$ cat src/common/sample_pkg.sv
package sample_pkg;

    // sample payload width
    localparam int SAMPLE_W = 8;

    // per-channel sequence count, wraps
    localparam int SEQ_W = 3;

    // channel number width
    localparam int CHAN_W = 1;

    // defaults handed to the top level
    localparam int N_CHAN_DEF  = 2;
    localparam int FIFO_AW_DEF = 2;

    // one word as it travels through the FIFO
    typedef struct packed {
        logic [CHAN_W-1:0]   chan;
        logic [SEQ_W-1:0]    seq;
        logic [SAMPLE_W-1:0] sample;
    } tagged_sample_t;

endpackage

$ cat src/hdl/sample_drain.sv
`timescale 1ns/1ps

module sample_drain #(
    parameter int N_CHAN = sample_pkg::N_CHAN_DEF
) (
    input  logic                       rclk,
    input  logic                       rrst,
    input  sample_pkg::tagged_sample_t rdata_i,
    input  logic                       empty_i,
    input  logic                       hold_i,
    output logic                       pop_o,
    output logic                       out_stb_o,
    output sample_pkg::tagged_sample_t out_word_o,
    output logic                       seq_err_o
);
    import sample_pkg::*;

    // per-channel tracking
    logic [N_CHAN-1:0] seen_q;
    logic [SEQ_W-1:0]  exp_q [N_CHAN];
    logic              gap;

    // drain whenever the consumer lets us
    assign pop_o = !empty_i && !hold_i;

    // first word of a channel only sets the expectation
    assign gap = seen_q[rdata_i.chan] && (rdata_i.seq != exp_q[rdata_i.chan]);

    always_ff @(posedge rclk) begin
        if (rrst) begin
            out_stb_o <= 1'b0;
        end else begin
            out_stb_o <= pop_o;
        end
    end

    always_ff @(posedge rclk) begin
        if (pop_o) begin
            out_word_o <= rdata_i;
        end
    end

    always_ff @(posedge rclk) begin
        if (rrst) begin
            seen_q    <= '0;
            seq_err_o <= 1'b0;
            for (int i = 0; i < N_CHAN; i++) begin
                exp_q[i] <= '0;
            end
        end else if (pop_o) begin
            seen_q[rdata_i.chan] <= 1'b1;
            exp_q[rdata_i.chan]  <= rdata_i.seq + 1'b1;
            if (gap) begin
                seq_err_o <= 1'b1;
            end
        end
    end

endmodule

$ cat config.mk
export PLATFORM = sky130hd
export DESIGN_NAME = sample_drain
export DESIGN_NICKNAME = d
export VERILOG_FILES = /design/src/common/sample_pkg.sv /design/src/hdl/sample_drain.sv
export SDC_FILE = /design/constraint.sdc
export NUM_CORES = 1
export LEC_CHECK = 0
export BUFFER_PORTS_ARGS = -buffer_cell sky130_fd_sc_hd__buf_4
export CAP_MARGIN = 30
export CORE_MARGIN = 1.5
export CORE_UTILIZATION = 40
export DETAILED_ROUTE_END_ITERATION = 6
export PLACE_DENSITY_LB_ADDON = 0.08
export SYNTH_ARGS = -nofsm -noshare
export SYNTH_HDL_FRONTEND = slang
export SYNTH_SLANG_ARGS = --single-unit
$ cat constraint.sdc
create_clock -name rclk -period 2.1 [get_ports rclk]
set_input_delay 0.315 -clock rclk [delete_from_list [all_inputs] [get_ports rclk]]
set_output_delay 0.315 -clock rclk [all_outputs]
set_load 0.02 [all_outputs]
# --- Word-level counts from Yosys, hierarchy flattened ---
# Memories as Yosys holds them, arrays and structs flattened.
# Index checks and enable logic that the tools add are counted.
op_classes:
  n_reduce_logical: 7
  add_sub_neg: 1
  n_mux: 12
  order_cmp: 2
  eq_ne: 1
  bitwise_logic: 1
op_table:
  columns: ["operator", "n"]
  rows:
  - ["$mux 1", 10]
  - ["$add 3x1->3 const B", 1]
  - ["$logic_and 1x1->1", 3]
  - ["$mux 3", 1]
  - ["$ne 3x3->1", 1]
  - ["$reduce_or 3->1", 1]
  - ["$logic_not 1->1", 2]
  - ["$lt 1x2->1 const B", 1]
  - ["$or 2x2->2", 1]
  - ["$reduce_and 2->1", 1]
  - ["$demux 1 s1", 1]
  - ["$ge 1x1->1 const B", 1]
totals:
  mem_count: 1
  elab_cells: 31
  ram_bits: 6
  in_bits: 16
  out_inout_bits: 15
  reg_bits: 16
mem_list:
  columns: ["memory", "words", "word_bits", "read_ports", "rd_clocked_by_memory_dff", "write_ports", "line_no", "text"]
  rows:
  - ["exp_q", 2, 3, 1, 0, 2, "sample_drain.sv:20", "logic [SEQ_W-1:0] exp_q [N_CHAN];"]

# --- Depth between registers and ports, before layout ---
logic_depth:
  ltp_word: 7
  depth_mapped: 5
  depth_no_buf: 4

# --- Least setup slack after synthesis ---
# No wires, ideal clock.
synth_timing:
  path_kind: "input -> register"
  from: "input empty_i"
  to: "register out_word_o[0] (netlist name) (enable)"
  path_slack_ps: 578
  stages: 1
  required_time_ps: 1706
  arrival_ps: 1128
  path_cell_list: "nor2_1"
synth_via:
  elab_chain_cells: 2
synth_rtl:
  columns: ["item", "line_no", "text"]
  rows:
  - ["start, declared", "sample_drain.sv:9", "input logic empty_i,"]
  - ["$logic_not 1->1", "sample_drain.sv:24", "assign pop_o = !empty_i && !hold_i;"]
  - ["$logic_and 1x1->1", "sample_drain.sv:24", null]
  - ["end signal, assigned", "sample_drain.sv:39", "out_word_o <= rdata_i;"]
  - ["end, declared", "sample_drain.sv:13", "output sample_pkg::tagged_sample_t out_word_o,"]
# No other way between the ends.
# A chain may end at the register's enable or synchronous reset.

# --- Worst setup path after layout ---
layout_timing:
  from: "input empty_i"
  to: "output pop_o"
layout_via:
  elab_chain_cells: 2
layout_rtl:
  columns: ["item", "line_no", "text"]
  rows:
  - ["$logic_not 1->1", "sample_drain.sv:24", null]
  - ["$logic_and 1x1->1", "sample_drain.sv:24", null]
  - ["end, declared", "sample_drain.sv:11", "output logic pop_o,"]
# No other way between the ends.

==> impl_results.md <==
* Status: completed
* Number of clock sinks at 22
* Slew Limit Fails at 0
* All-layer global routing usage at 13.40%
* FF-to-FF End: seq_err_o$_SDFFE_PP0P_
* Netlist Area Pre-Place at 812.0 um^2
* Sequential share of the synthesized area at 76.43%
* Max Used Layer: met4
* # resized after CTS at 0
* Critical Path AT at 0.92 ns
* Number of distinct library cells after synthesis at 15
* GRT overflow at 0
* Fin crit share at 58.64%
* Wl on met1 at 540 um
* Remaining DRCs at 0
* CP Max Fanout at 14
* Initial Utilization at 41.82%
* Antenna violations before repair at 0
* Setup Fix Bufs, Post-CTS at 0
* Compound-Gate Fraction of Synth Area at 2.465%
* Final #Nets at 105
* Root Driver: clkbuf_4
* RSZ-0062 raised after global routing: false
* # IOs at 31
* 1st-pass router iterations at 2
* Routed Antenna Nets at 0
* CTS max path bufs at 2
* Vias in the first global route at 448
* Die area at 2309 um^2
* Synthesized flop and latch total at 22
* Hold Crit Start: rdata_i[6]
* Worst setup path class: in -> out
* Final Cell Area at 1104 um^2
* Worst-Margin Slew at 0.3411 ns
* Avg Cell Area, Syn at 15.32 um^2
* CTS clk-pin slew, worst paths at 0.11 ns
* R2R cell count at 4
* Final wirelength at 1.348 mm
* Die height at 48.06 um
* R2R setup slack at 0.94 ns
* P&R area growth vs syn at 35.90%
* Slew margin rel. at 77.08%
* Power Dens Cells at 770.2 nW/um^2
* XOR/XNOR Fraction of Synth Area at 4.314%
* CORE AREA at 1942 um^2
* CTS Buf Count at 3
* I/O Buffers at 30
* Final hold vios at 0
* Maximum VDD drop at 429.5 uV
* WL met2 at 738 um
* CP Launch Point: empty_i
* Setup Skew at 0.001094 ns
* Worst hold stages at 1
* Synth Instances at 53
* Synthesized Nets at 70
* Tmin final at 1.231 ns
* Final core utilization at 56.83%
* Cts hold-fix bufs at 0
* Top-area cell type share of the netlist area at 66.56%
* DPL Wire Length at 1.019 mm
* # diodes at 0
* Largest net degree at the start of global routing at 15
* Placed inst area at 1067 um^2
* Fmax at 812.1 MHz
* Site row count at 16
* Gpl congestion at 0.6830
* Routed wl met3 at 53 um
* Area leader, netlist: edfxtp_1
* Total number of vias at 505
* Worst R2R Start: exp_q[0][1]$_SDFFCE_PN0P_
* Startpoint types: input port
* DR iter-0 viols at 1
* Layout cells sized above 1 at 41.38%
* Final setup fails at 0
* WHS Endpoint: out_word_o[6]$_DFFE_PP_
* CTS tree: built
* Max Cap Viol at 0
* Largest family of logic cells by synthesized area: simple AND/OR/NAND/NOR gates
* Warning count from the yosys run at 0
* Setup crit end kind: output pin
* Synth Area in Adders at 1.541%
* First-pass GRT wire length at 1.980 mm
* Mux contribution to synthesized area at 3.698%
* Via density at 4.430
* H-tree levels at 1
* Post-Synth Simple-Gate Area at 8.783%
* Lkg Pwr at 0.0004503 uW
* Die width at 48.06 um
* Drt wl/cell at 11.82 um
* Clk Latency, worst-skew pair at 0.30 ns
* Setup TNS Final at 0 ns
* Worst Path Required at 1.78 ns
* Synth area leaders: edfxtp_1, dfxtp_1, xnor2_1, mux2i_1, nor2_1
* Worst hold path type: in -> reg
-- layer usage --
layer  global-route usage, %  vias up
met4                   8.108        0
li1                        -      254
met1                   15.27      235
met2                   23.20       14
met3                   2.264        2
met5                       0        -
-- power breakdown --
part	switching (uW)	leakage [uW]	internal [uW]
Clock	121	0.0000210	106
Sequential	7.50	0.000203	501
Combinational	59.6	0.000226	55.6
-- flip-flops by register name (all words and copies together) (netlist names) --
| signal | count |
|---|---|
| out_word_o | 12 |
| out_stb_o | 1 |
| exp_q | 6 |
| seq_err_o | 1 |
| seen_q | 2 |
-- critical path, cell delays in order --
cell	delay [ns]
buf_4	0.11
nor2_1	0.09
buf_4	0.22
buf_4	0.17
-- cell usage in the layout, fill, tap and decap left out --
master / n
clkbuf_4: 3
o21ai_0: 3
edfxtp_1: 18
nor2_1: 7
buf_4: 31
nand2_1: 2
mux2i_1: 3
dfxtp_1: 4
nand2b_2: 1
a21oi_1: 1
nand2b_1: 2
clkbuf_8: 1
nor4_1: 1
xnor2_1: 4
ha_1: 1
inv_1: 3
nor3_1: 2
-- cell usage after synthesis (all sizes together) --
cell,number
mux2i,3
nand2,2
nor4,1
dfxtp,4
a21oi,1
buf,1
nor2,7
inv,3
nor3,2
o21ai,3
edfxtp,18
xnor2,4
ha,1
nand2b,3
-- per-stage QoR --
stage          hold WS (ns)  worst slack, ns  instances  power [uW]
5_1_grt              0.1549           0.7818        114       889.7
3_5_place_dp         0.4642           0.6759        110       635.2
6_report             0.1835           0.8686        114       849.9
2_1_floorplan        0.3943           0.5778         53       575.8
3_3_place_gp         0.4628           0.7187        110       634.1
4_1_cts              0.1676           0.8616        114       863.1
-- worst max-delay path by stage --
| stage | to | slack, ns |
|---|---|---|
| after floorplan | out_word_o[0]$_DFFE_PP_ | 0.58 |
| after CTS | pop_o | 0.86 |
| after global placement | exp_q[1][0]$_SDFFCE_PN0P_ | 0.72 |
| final | pop_o | 0.87 |
| after detailed placement | exp_q[1][0]$_SDFFCE_PN0P_ | 0.68 |
| after global routing | pop_o | 0.78 |
-- kinds of logic (layout without fill, tap and decap cells) --
group | count (synthesis) | count (layout)
DFF | 22 | 22
and+or+nand+nor | 15 | 15
AOI/OAI and AO/OA | 4 | 4
xor gates and xnor gates | 4 | 4
buffers and inverters | 4 | 38
muxes | 3 | 3
adders and majority gates | 1 | 1
-- layout make-up --
type / instances / area [um^2]
clock buffers: 4 / 36.28
fillers: 170 / 838.3
inverters: 3 / 11.26
multi-input cells: 27 / 168.9
flip-flops and latches: 22 / 620.6
well taps: 27 / 33.78
repair buffers: 31 / 232.7
Note: power is estimated with default switching activity, not from simulation.
