===== config.mk =====
export PLATFORM = sky130hd
export DESIGN_NAME = sample_channel
export DESIGN_NICKNAME = d
export VERILOG_FILES = /design/src/common/sample_pkg.sv /design/src/hdl/sample_channel.sv
export SDC_FILE = /design/constraint.sdc
export NUM_CORES = 1
export LEC_CHECK = 0
export ABC_AREA = 1
export BUFFER_PORTS_ARGS = -buffer_cell sky130_fd_sc_hd__buf_2
export CORE_MARGIN = 2
export CORE_UTILIZATION = 38
export CTS_CLUSTER_SIZE = 12
export DETAILED_ROUTE_END_ITERATION = 6
export PLACE_DENSITY = 0.79
export REMOVE_ABC_BUFFERS = 1
export SLEW_MARGIN = 25
export SYNTH_ARGS = -nofsm -noshare
export SYNTH_HDL_FRONTEND = slang
export SYNTH_SLANG_ARGS = --single-unit

===== constraint.sdc =====
create_clock -name wclk -period 1.1 [get_ports wclk]
set_clock_uncertainty 0.2 [all_clocks]
set_input_delay 0.11 -clock wclk [delete_from_list [all_inputs] [get_ports wclk]]
set_output_delay 0.11 -clock wclk [all_outputs]
set_load 0.005 [all_outputs]

===== src/common/sample_pkg.sv =====
package sample_pkg;

    // sample payload width
    localparam int SAMPLE_W = 8;

    // per-channel sequence count, wraps
    localparam int SEQ_W = 3;

    // channel number width
    localparam int CHAN_W = 1;

    // defaults handed to the top level
    localparam int N_CHAN_DEF  = 2;
    localparam int FIFO_AW_DEF = 2;

    // one word as it travels through the FIFO
    typedef struct packed {
        logic [CHAN_W-1:0]   chan;
        logic [SEQ_W-1:0]    seq;
        logic [SAMPLE_W-1:0] sample;
    } tagged_sample_t;

endpackage


===== src/hdl/sample_channel.sv =====
`timescale 1ns/1ps

module sample_channel (
    input  logic                            wclk,
    input  logic                            rrst,
    input  logic                            sample_stb_i,
    input  logic [sample_pkg::SAMPLE_W-1:0] sample_i,
    input  logic                            grant_i,
    input  logic [sample_pkg::CHAN_W-1:0]   chan_id_i,
    output logic                            req_o,
    output sample_pkg::tagged_sample_t      word_o,
    output logic                            overrun_o
);
    import sample_pkg::*;

    logic [SEQ_W-1:0] seq_q;
    logic             capture;
    logic             drop;

    // a strobe is taken only while nothing is pending
    assign capture = sample_stb_i && !req_o;
    assign drop    = sample_stb_i && req_o;

    always_ff @(posedge wclk) begin
        if (rrst) begin
            req_o     <= 1'b0;
            seq_q     <= '0;
            overrun_o <= 1'b0;
        end else begin
            if (capture) begin
                req_o <= 1'b1;
            end else if (grant_i) begin
                req_o <= 1'b0;
            end
            // count advances once the word has gone into the FIFO
            if (grant_i) begin
                seq_q <= seq_q + 1'b1;
            end
            // sticky until reset
            if (drop) begin
                overrun_o <= 1'b1;
            end
        end
    end

    // held word, stable while req is up
    always_ff @(posedge wclk) begin
        if (capture) begin
            word_o.chan   <= chan_id_i;
            word_o.seq    <= seq_q;
            word_o.sample <= sample_i;
        end
    end

    // pending sample leaves only through a grant
    req_held_a: assert property (
        @(posedge wclk) disable iff (rrst)
        req_o && !grant_i |=> req_o
    );

    // arbiter must not grant an idle channel
    grant_req_a: assert property (
        @(posedge wclk) disable iff (rrst)
        grant_i |-> req_o
    );

endmodule


# --- Yosys cells after proc, flatten, opt, wreduce, memory -nomap -nowiden ---
# Cells that the tools add are included.
classes:
  n_addsub: 1
  muxes: 2
  n_reduce_logical: 4
ops:
  columns: ["cell", "n"]
  rows:
  - ["3-bit by 1-bit adder with 3-bit output (second input constant)", 1]
  - ["1-bit logical AND", 2]
  - ["1-bit two-way mux", 2]
  - ["2-bit nonzero test", 1]
  - ["1-bit zero test", 1]
totals:
  reg_bits: 17
  input_bits: 13
  out_inout_bits: 14

# --- Depth between registers and ports, before layout ---
# Gate-level depths: netlist (run 1).
depth:
  ltp_word: 3
  ltp_mapped: 4
  ltp_nobuf: 4

# --- Worst setup path before layout (run 1) ---
# Ideal clock, no wire load.
synth_path:
  kind: "reg2reg"
  from: "register req_o"
  to: "register word_o[0] in the netlist's numbering (enable)"
  setup_ps: 344
  arrival_time_ps: 677
  slack_ps: -121
  path_stages_with_launch: 4
  synth_period_minus_slack_ps: 1221
  cell_sequence: "dfxtp_1 -> inv_1 -> nand2_1 -> inv_1"
synth_via:
  elab_chain_len: 2
synth_rtl:
  columns: ["element", "line", "rtl"]
  rows:
  - ["start: declaration", "sample_channel.sv:10", "output logic req_o,"]
  - ["start signal: assignment", "sample_channel.sv:26", "req_o <= 1'b0;"]
  - ["start signal: assignment", "sample_channel.sv:31", "req_o <= 1'b1;"]
  - ["start signal: assignment", "sample_channel.sv:33", "req_o <= 1'b0;"]
  - ["1-bit zero test", "sample_channel.sv:21", "assign capture = sample_stb_i && !req_o;"]
  - ["1-bit logical AND", "sample_channel.sv:21", null]
  - ["named net capture", "sample_channel.sv:17", "logic capture;"]
  - ["end: declaration", "sample_channel.sv:11", "output sample_pkg::tagged_sample_t word_o,"]
# The timed path passes the listed nets, and every way through them passes these cells.
# A chain may end at the register's enable or synchronous reset.

# --- Worst setup path after layout (run 1) ---
layout_path:
  from: "register req_o"
  to: "output req_o"
# No word-level cell between the ends.

==> out/results.ini, run 1 <==
[detailed_routing]
drc = 0
wl_per_cell_um = 12.2
first_iter_violations = 4
vias_per_cell = 4.51
dr.pass1.iters = 4
wirelength_mm = 1.19
vias = 442
drtAntennaViolNets = 0

[logic_synthesis]
synth_top_area_frac = 0.650
synth_cells = 38
syn-cell-area_sq_um = 554
yosys.area.top_type = edfxtp_1
synth_top_cells_by_area = edfxtp_1, dfxtp_1, nor2_1, nand2_1, a21oi_1
synth_cell_types = 9
ys.warnings.count = 0
seq_area_frac_synth = 0.831
syn_area_per_cell_sq_um = 14.6
synth-seq-cells = 17

[cts]
cts-buffers-inserted = 3
path_clk_slew_ns = 0.10
clkLatencyLatePin_ns = 0.29
root_buffer = clkbuf_4
tritoncts = done
h-tree-depth = 1
cts_buffer_depth = 2
clock-sinks = 17
postCtsHoldBufs = 11

[sta]
fin_hold_ws_ns = -0.120
relSlewSlack = 0.914
max_freq_mhz = 871
finalHoldViolCount = 2
rsz0062_at_grt = yes
min_period_ns = 1.15
post-route-period-util = 1.04
max_slew.worst_pin.slew_ns = 0.127
setup_ws_ns = -0.0486
slew_violations = 0
setup_violations = 21

[finish]
final_common_cell = buf_2
seq_area_sq_um = 465
layout_common_cells = buf_2, edfxtp_1, dlygate4sd3_1
area.growth.synth_to_final_pct = 63.0
stdcell_area_sq_um = 903
multiInputGateArea_sq_um = 85.1
fillers = 99
fin_nets = 98
num_antenna_cells = 0
drive_gt1_frac = 0.494

[placed_design]
place_congestion = 0.698
preCtsSetupSlack_ns = -0.0268
port_buffers = 26
dpl.hpwl_um = 787
dpl-instance-area_sq_um = 738

[floorplan]
initial_utilization = 0.416
rows = 13
die-area_sq_um = 1780
die_h_um = 42.2
die_x_um = 42.2
core-area_sq_um = 1330
boundaryPins = 27

[setup_path]
critical_path_class = flip-flop to primary output
critPathLaunchType = flip-flop
critPathRequiredTime_ns = 0.79
cpMaxStageDelayCell = dfxtp_2
crit_path_end_kind = primary output
cp_cell_sequence = buf_6 -> buf_6
worstPathArrival_ns = 0.84
cp_common_cell = buf_6
slowest_delay_ns = 0.34
crit_fanout = 2

[grt]
grt_antenna_before_repair = 0
grt_max_degree = 13
grt_first_pass_wirelength_mm = 1.80
grt-ovfl-total = 0
grt_pass1_vias = 427
grt_usage = 0.135

[power]
p_leak_nw = 0.409
powerDensity_nw_per_um2 = 1370
ir_drop_mv = 1.09

[run]
drv_cap = 0

[worst_hold_path]
min_path_type = primary input to flip-flop

[outcome]
violations = negative hold slack, negative setup slack
status = finished, violations left

==> sequential cells by signal, summed over array words and instances (netlist names) <==
register   cells
seq_q          3
req_o          1
overrun_o      1
word_o        12
==> path summary, 6_finish.rpt <==
path                            slack (ns)          from         to  cells past startpoint
worst max-delay path                 -0.05         req_o      req_o                      2
worst min-delay path                 -0.12  sample_stb_i  overrun_o                      3
worst max register to register       -0.03         req_o  word_o[2]                      4
worst min register to register        0.25      seq_q[1]  word_o[9]                      0
==> per-stage QoR <==
step           std cells  total power [mW]  utilization  TNS (ns)
6_report              98              1.24        0.677    -0.420
5_1_grt               98              1.29        0.677     -1.13
4_1_cts               98              1.23        0.672    -0.403
3_5_place_dp          82             0.881        0.553    -0.320
3_3_place_gp          82             0.872        0.553         0
2_1_floorplan         38             0.796            -     -1.45
==> power breakdown <==
part | switching [mW] | total, mW | internal [mW] | leakage, nW
registers | 0.0160 | 0.749 | 0.733 | 0.159
logic | 0.0658 | 0.164 | 0.0978 | 0.235
clock network | 0.188 | 0.329 | 0.141 | 0.0150
==> synth_stat cells (all sizes together) <==
cell and instances:
nand2 5, edfxtp 12, nor2 6, o21ai 1
dfxtp 5, nand3 1, inv 4, a21oi 3
ha 1
==> cell families (layout without fill, tap and decap cells) <==
| kind of cell | Yosys count | after routing | share of synthesized area |
|---|---|---|---|
| compound gates | 4 | 4 | 0.0361 |
| fa+ha+maj | 1 | 1 | 0.0226 |
| buf+inv | 4 | 49 | 0.0271 |
| flops | 17 | 17 | 0.831 |
| simple gates | 12 | 12 | 0.0835 |
==> final cells by class <==
class | count | share of cell area
Clock buffer | 4 | 0.0291
Inverter | 4 | 0.0166
Multi-Input combinational cell | 17 | 0.0942
Sequential cell | 17 | 0.515
Tap cell | 15 | 0.0208
Timing Repair Buffer | 41 | 0.324
==> critical path: cells and delay by family (launching register included) <==
family	cells	cell delay (ns)
flops	1	0.34
buf+inv	2	0.21
==> per-layer routing <==
layer / wire length [um] / GRT usage / vias to the layer above / part of all wire
met3: 71 / 0.0259 / 2 / 0.060
met1: 516 / 0.155 / 195 / 0.43
met5: 0 / 0 / - / 0
met2: 587 / 0.252 / 23 / 0.49
li1: - / - / 222 / -
met4: 17 / 0.0375 / 0 / 0.014
==> timing repair <==
action | in CTS | in global routing
resized for setup | 5 | 5
endpoints found under the setup margin | 18 | 28
buffers inserted | 1 | 0
hold endpoints to repair | 14 | 2
pin swaps | 0 | 1
No activity file was read; power rests on OpenSTA's default activity.
==> run 2: changes to the inputs <==
- ABC_AREA: 1 -> unset
- SLEW_MARGIN: 25 -> unset
==> run 2 against run 1 <==
Non-clock buffer count grew 3; power shrank 0.62%; the flow finishes with violations (negative setup slack); synthesized cell count shrank 21%; global-route usage shrank 1.2 points; utilization grew 2.0 points; area after synthesis shrank 0.23%; hold slack gained 0.27 ns; worst setup slack gained 0.0047 ns; cell count shrank 5.1%; wire length shrank 12%; register-to-register slack is essentially flat; largest cell class unchanged.
==> out/results.ini, run 2 <==
[finish]
utilization = 0.697
num_antenna_cells = 0
seq_area_sq_um = 464
stdcell_area_sq_um = 930
fillers = 101
final_common_cell = buf_2
largest_reg_flops = 12
fin_nets = 93
layout_common_cells = buf_2, dlygate4sd3_1, edfxtp_1
drive_gt1_frac = 0.551
top_register = word_o
area.growth.synth_to_final_pct = 68.1
layout.cells.non_filler = 93
largest_registers = word_o (12), seq_q (3)
multiInputGateArea_sq_um = 108

[floorplan]
die_h_um = 42.2
rows = 13
die_x_um = 42.2
core-area_sq_um = 1330
boundaryPins = 27
die-area_sq_um = 1780
initial_utilization = 0.415

[cts]
clkLatencyLatePin_ns = 0.28
cts_buffer_depth = 2
root_buffer = clkbuf_4
h-tree-depth = 1
path_clk_slew_ns = 0.09
cts-buffers-inserted = 3
clock-sinks = 17
tritoncts = done

[logic_synthesis]
synth_top_cells_by_area = edfxtp_1, dfxtp_1, ha_1, nor2b_1, nor2_1
synth_cell_types = 11
synth_cells = 30
yosys.area.top_type = edfxtp_1
synth_most_common_cell = edfxtp_1
ys.warnings.count = 0
syn_area_per_cell_sq_um = 18.4
synth_edf_count = 12
syn-cell-area_sq_um = 553
netlist_top_cells_count = edfxtp_1, dfxtp_1, nor2_1
synthFlopType = edfxtp_1
synth-seq-cells = 17
synth_top_area_frac = 0.652
async_flop_share = 0
seq_area_frac_synth = 0.833

[sta]
finalHoldViolCount = 0
rsz0062_at_grt = yes
max_freq_mhz = 874
setup_violations = 13
relSlewSlack = 0.916
max_slew.worst_pin.slew_ns = 0.122
post-route-period-util = 1.04
fin_hold_ws_ns = 0.153
slew_violations = 0
min_period_ns = 1.14
setup_ws_ns = -0.0439

[detailed_routing]
wirelength_mm = 1.05
first_iter_violations = 0
vias_per_cell = 4.27
wl_per_cell_um = 11.3
vias = 397
drtAntennaViolNets = 0
route.met3.wl_um = 76
m1WireLength_um = 479
route.met2.wl_um = 496
dr.max_layer_used = met3
drc = 0
dr.pass1.iters = 1

[setup_path]
crit_path_end_kind = primary output
slowest_delay_ns = 0.34
cp_cell_sequence = buf_6 -> buf_6
crit_fanout = 3
critical_path_class = flip-flop to primary output
cp_top_family = flip-flops
critPathLaunchType = flip-flop
cp_common_cell = buf_6
worstPathArrival_ns = 0.83
crit_buf_inv = 2
critPathRequiredTime_ns = 0.79
cpMaxStageDelayCell = dfxtp_2

[power]
ir_drop_mv = 0.778
p_leak_nw = 0.403
finalPower_mw = 1.23
powerDensity_nw_per_um2 = 1330

[grt]
grt_pass1_vias = 388
grt_antenna_before_repair = 0
grt_max_degree = 11
grt_first_pass_wirelength_mm = 1.58
grt-ovfl-total = 0
grt_usage = 0.124

[outcome]
status = finished, violations left
violations = negative setup slack

[placed_design]
placed_cells = 76
place_congestion = 0.618
port_buffers = 26
dpl-instance-area_sq_um = 739

[worst_hold_path]
min_path_type = primary input to flip-flop

[run]
drv_cap = 0

run 2: changes by cell type in the layout (fill, tap and decap cells not counted), sizes merged, moves of 2 or more:
cell | previous run | this run
nand2 | 5 | 0
inv | 4 | 0
nor2 | 6 | 3
buf | 30 | 32
nor2b | 0 | 2
run 2: path summary, 6_finish.rpt:
check | from | endpoint | slack (ns) | cells after the start
setup / recovery | req_o | req_o | -0.04 | 2
hold / removal | sample_stb_i | word_o[5] | 0.15 | 3
setup reg to reg | req_o | word_o[10] | -0.03 | 2
hold reg to reg | overrun_o | overrun_o | 0.27 | 2
run 2: what timing repair did:
| action | 4_1_cts | 5_1_grt |
|---|---|---|
| cloned | 1 | 0 |
| hold buffers | 12 | 0 |
| setup buffers | 0 | 0 |
| endpoints found under the hold margin | 14 | 0 |
| resized for setup | 9 | 3 |
| pin swaps | 0 | 1 |
| setup endpoints to repair | 17 | 26 |
run 2: routing by layer:
| layer | track usage | vias up |
|---|---|---|
| met5 | 0 | - |
| met4 | 0.0563 | 0 |
| met3 | 0.0302 | 0 |
| met2 | 0.225 | 20 |
| met1 | 0.134 | 167 |
| li1 | - | 210 |
run 2: power by group:
group	total [mW]	switching, mW	internal, mW
Combinational	0.173	0.0619	0.111
Sequential	0.751	0.0165	0.734
Clock	0.310	0.175	0.135
Total	1.23	0.254	0.980
run 2: logic make-up (layout without fill, tap and decap cells):
group                    after synthesis  in the layout  share of synthesized area
AO/OA/AOI/OAI                          4              4                     0.0543
XOR/XNOR                               1              1                     0.0158
adder cells (fa/ha/maj)                1              1                     0.0226
buffers and inverters                  0             48                          0
flip-flops                            17             17                      0.833
multiplexers                           1              1                     0.0181
AND/OR/NAND/NOR                        6              6                     0.0566
run 2: per-stage QoR:
step / setup WS (ns) / setup TNS (ns)
floorplan: -0.420 / -5.38
detailed placement: -0.0278 / -0.250
finish: -0.0439 / -0.286
CTS: -0.0568 / -0.356
global route: -0.0802 / -1.11
global placement: -0.00547 / -0.0489
run 2: layout make-up:
type / count / share of cell area
Clock buffer: 3 / 0.0242
Clock inverter: 1 / 0.00538
Multi-Input combinational cell: 13 / 0.116
Sequential cell: 17 / 0.499
Tap cell: 15 / 0.0202
Timing Repair Buffer: 44 / 0.335
run 2: worst register-to-register path, stage by stage, from the launching register on:
cell and delay, ns:
dfxtp_2 0.34, nor2b_2 0.16, buf_4 0.16
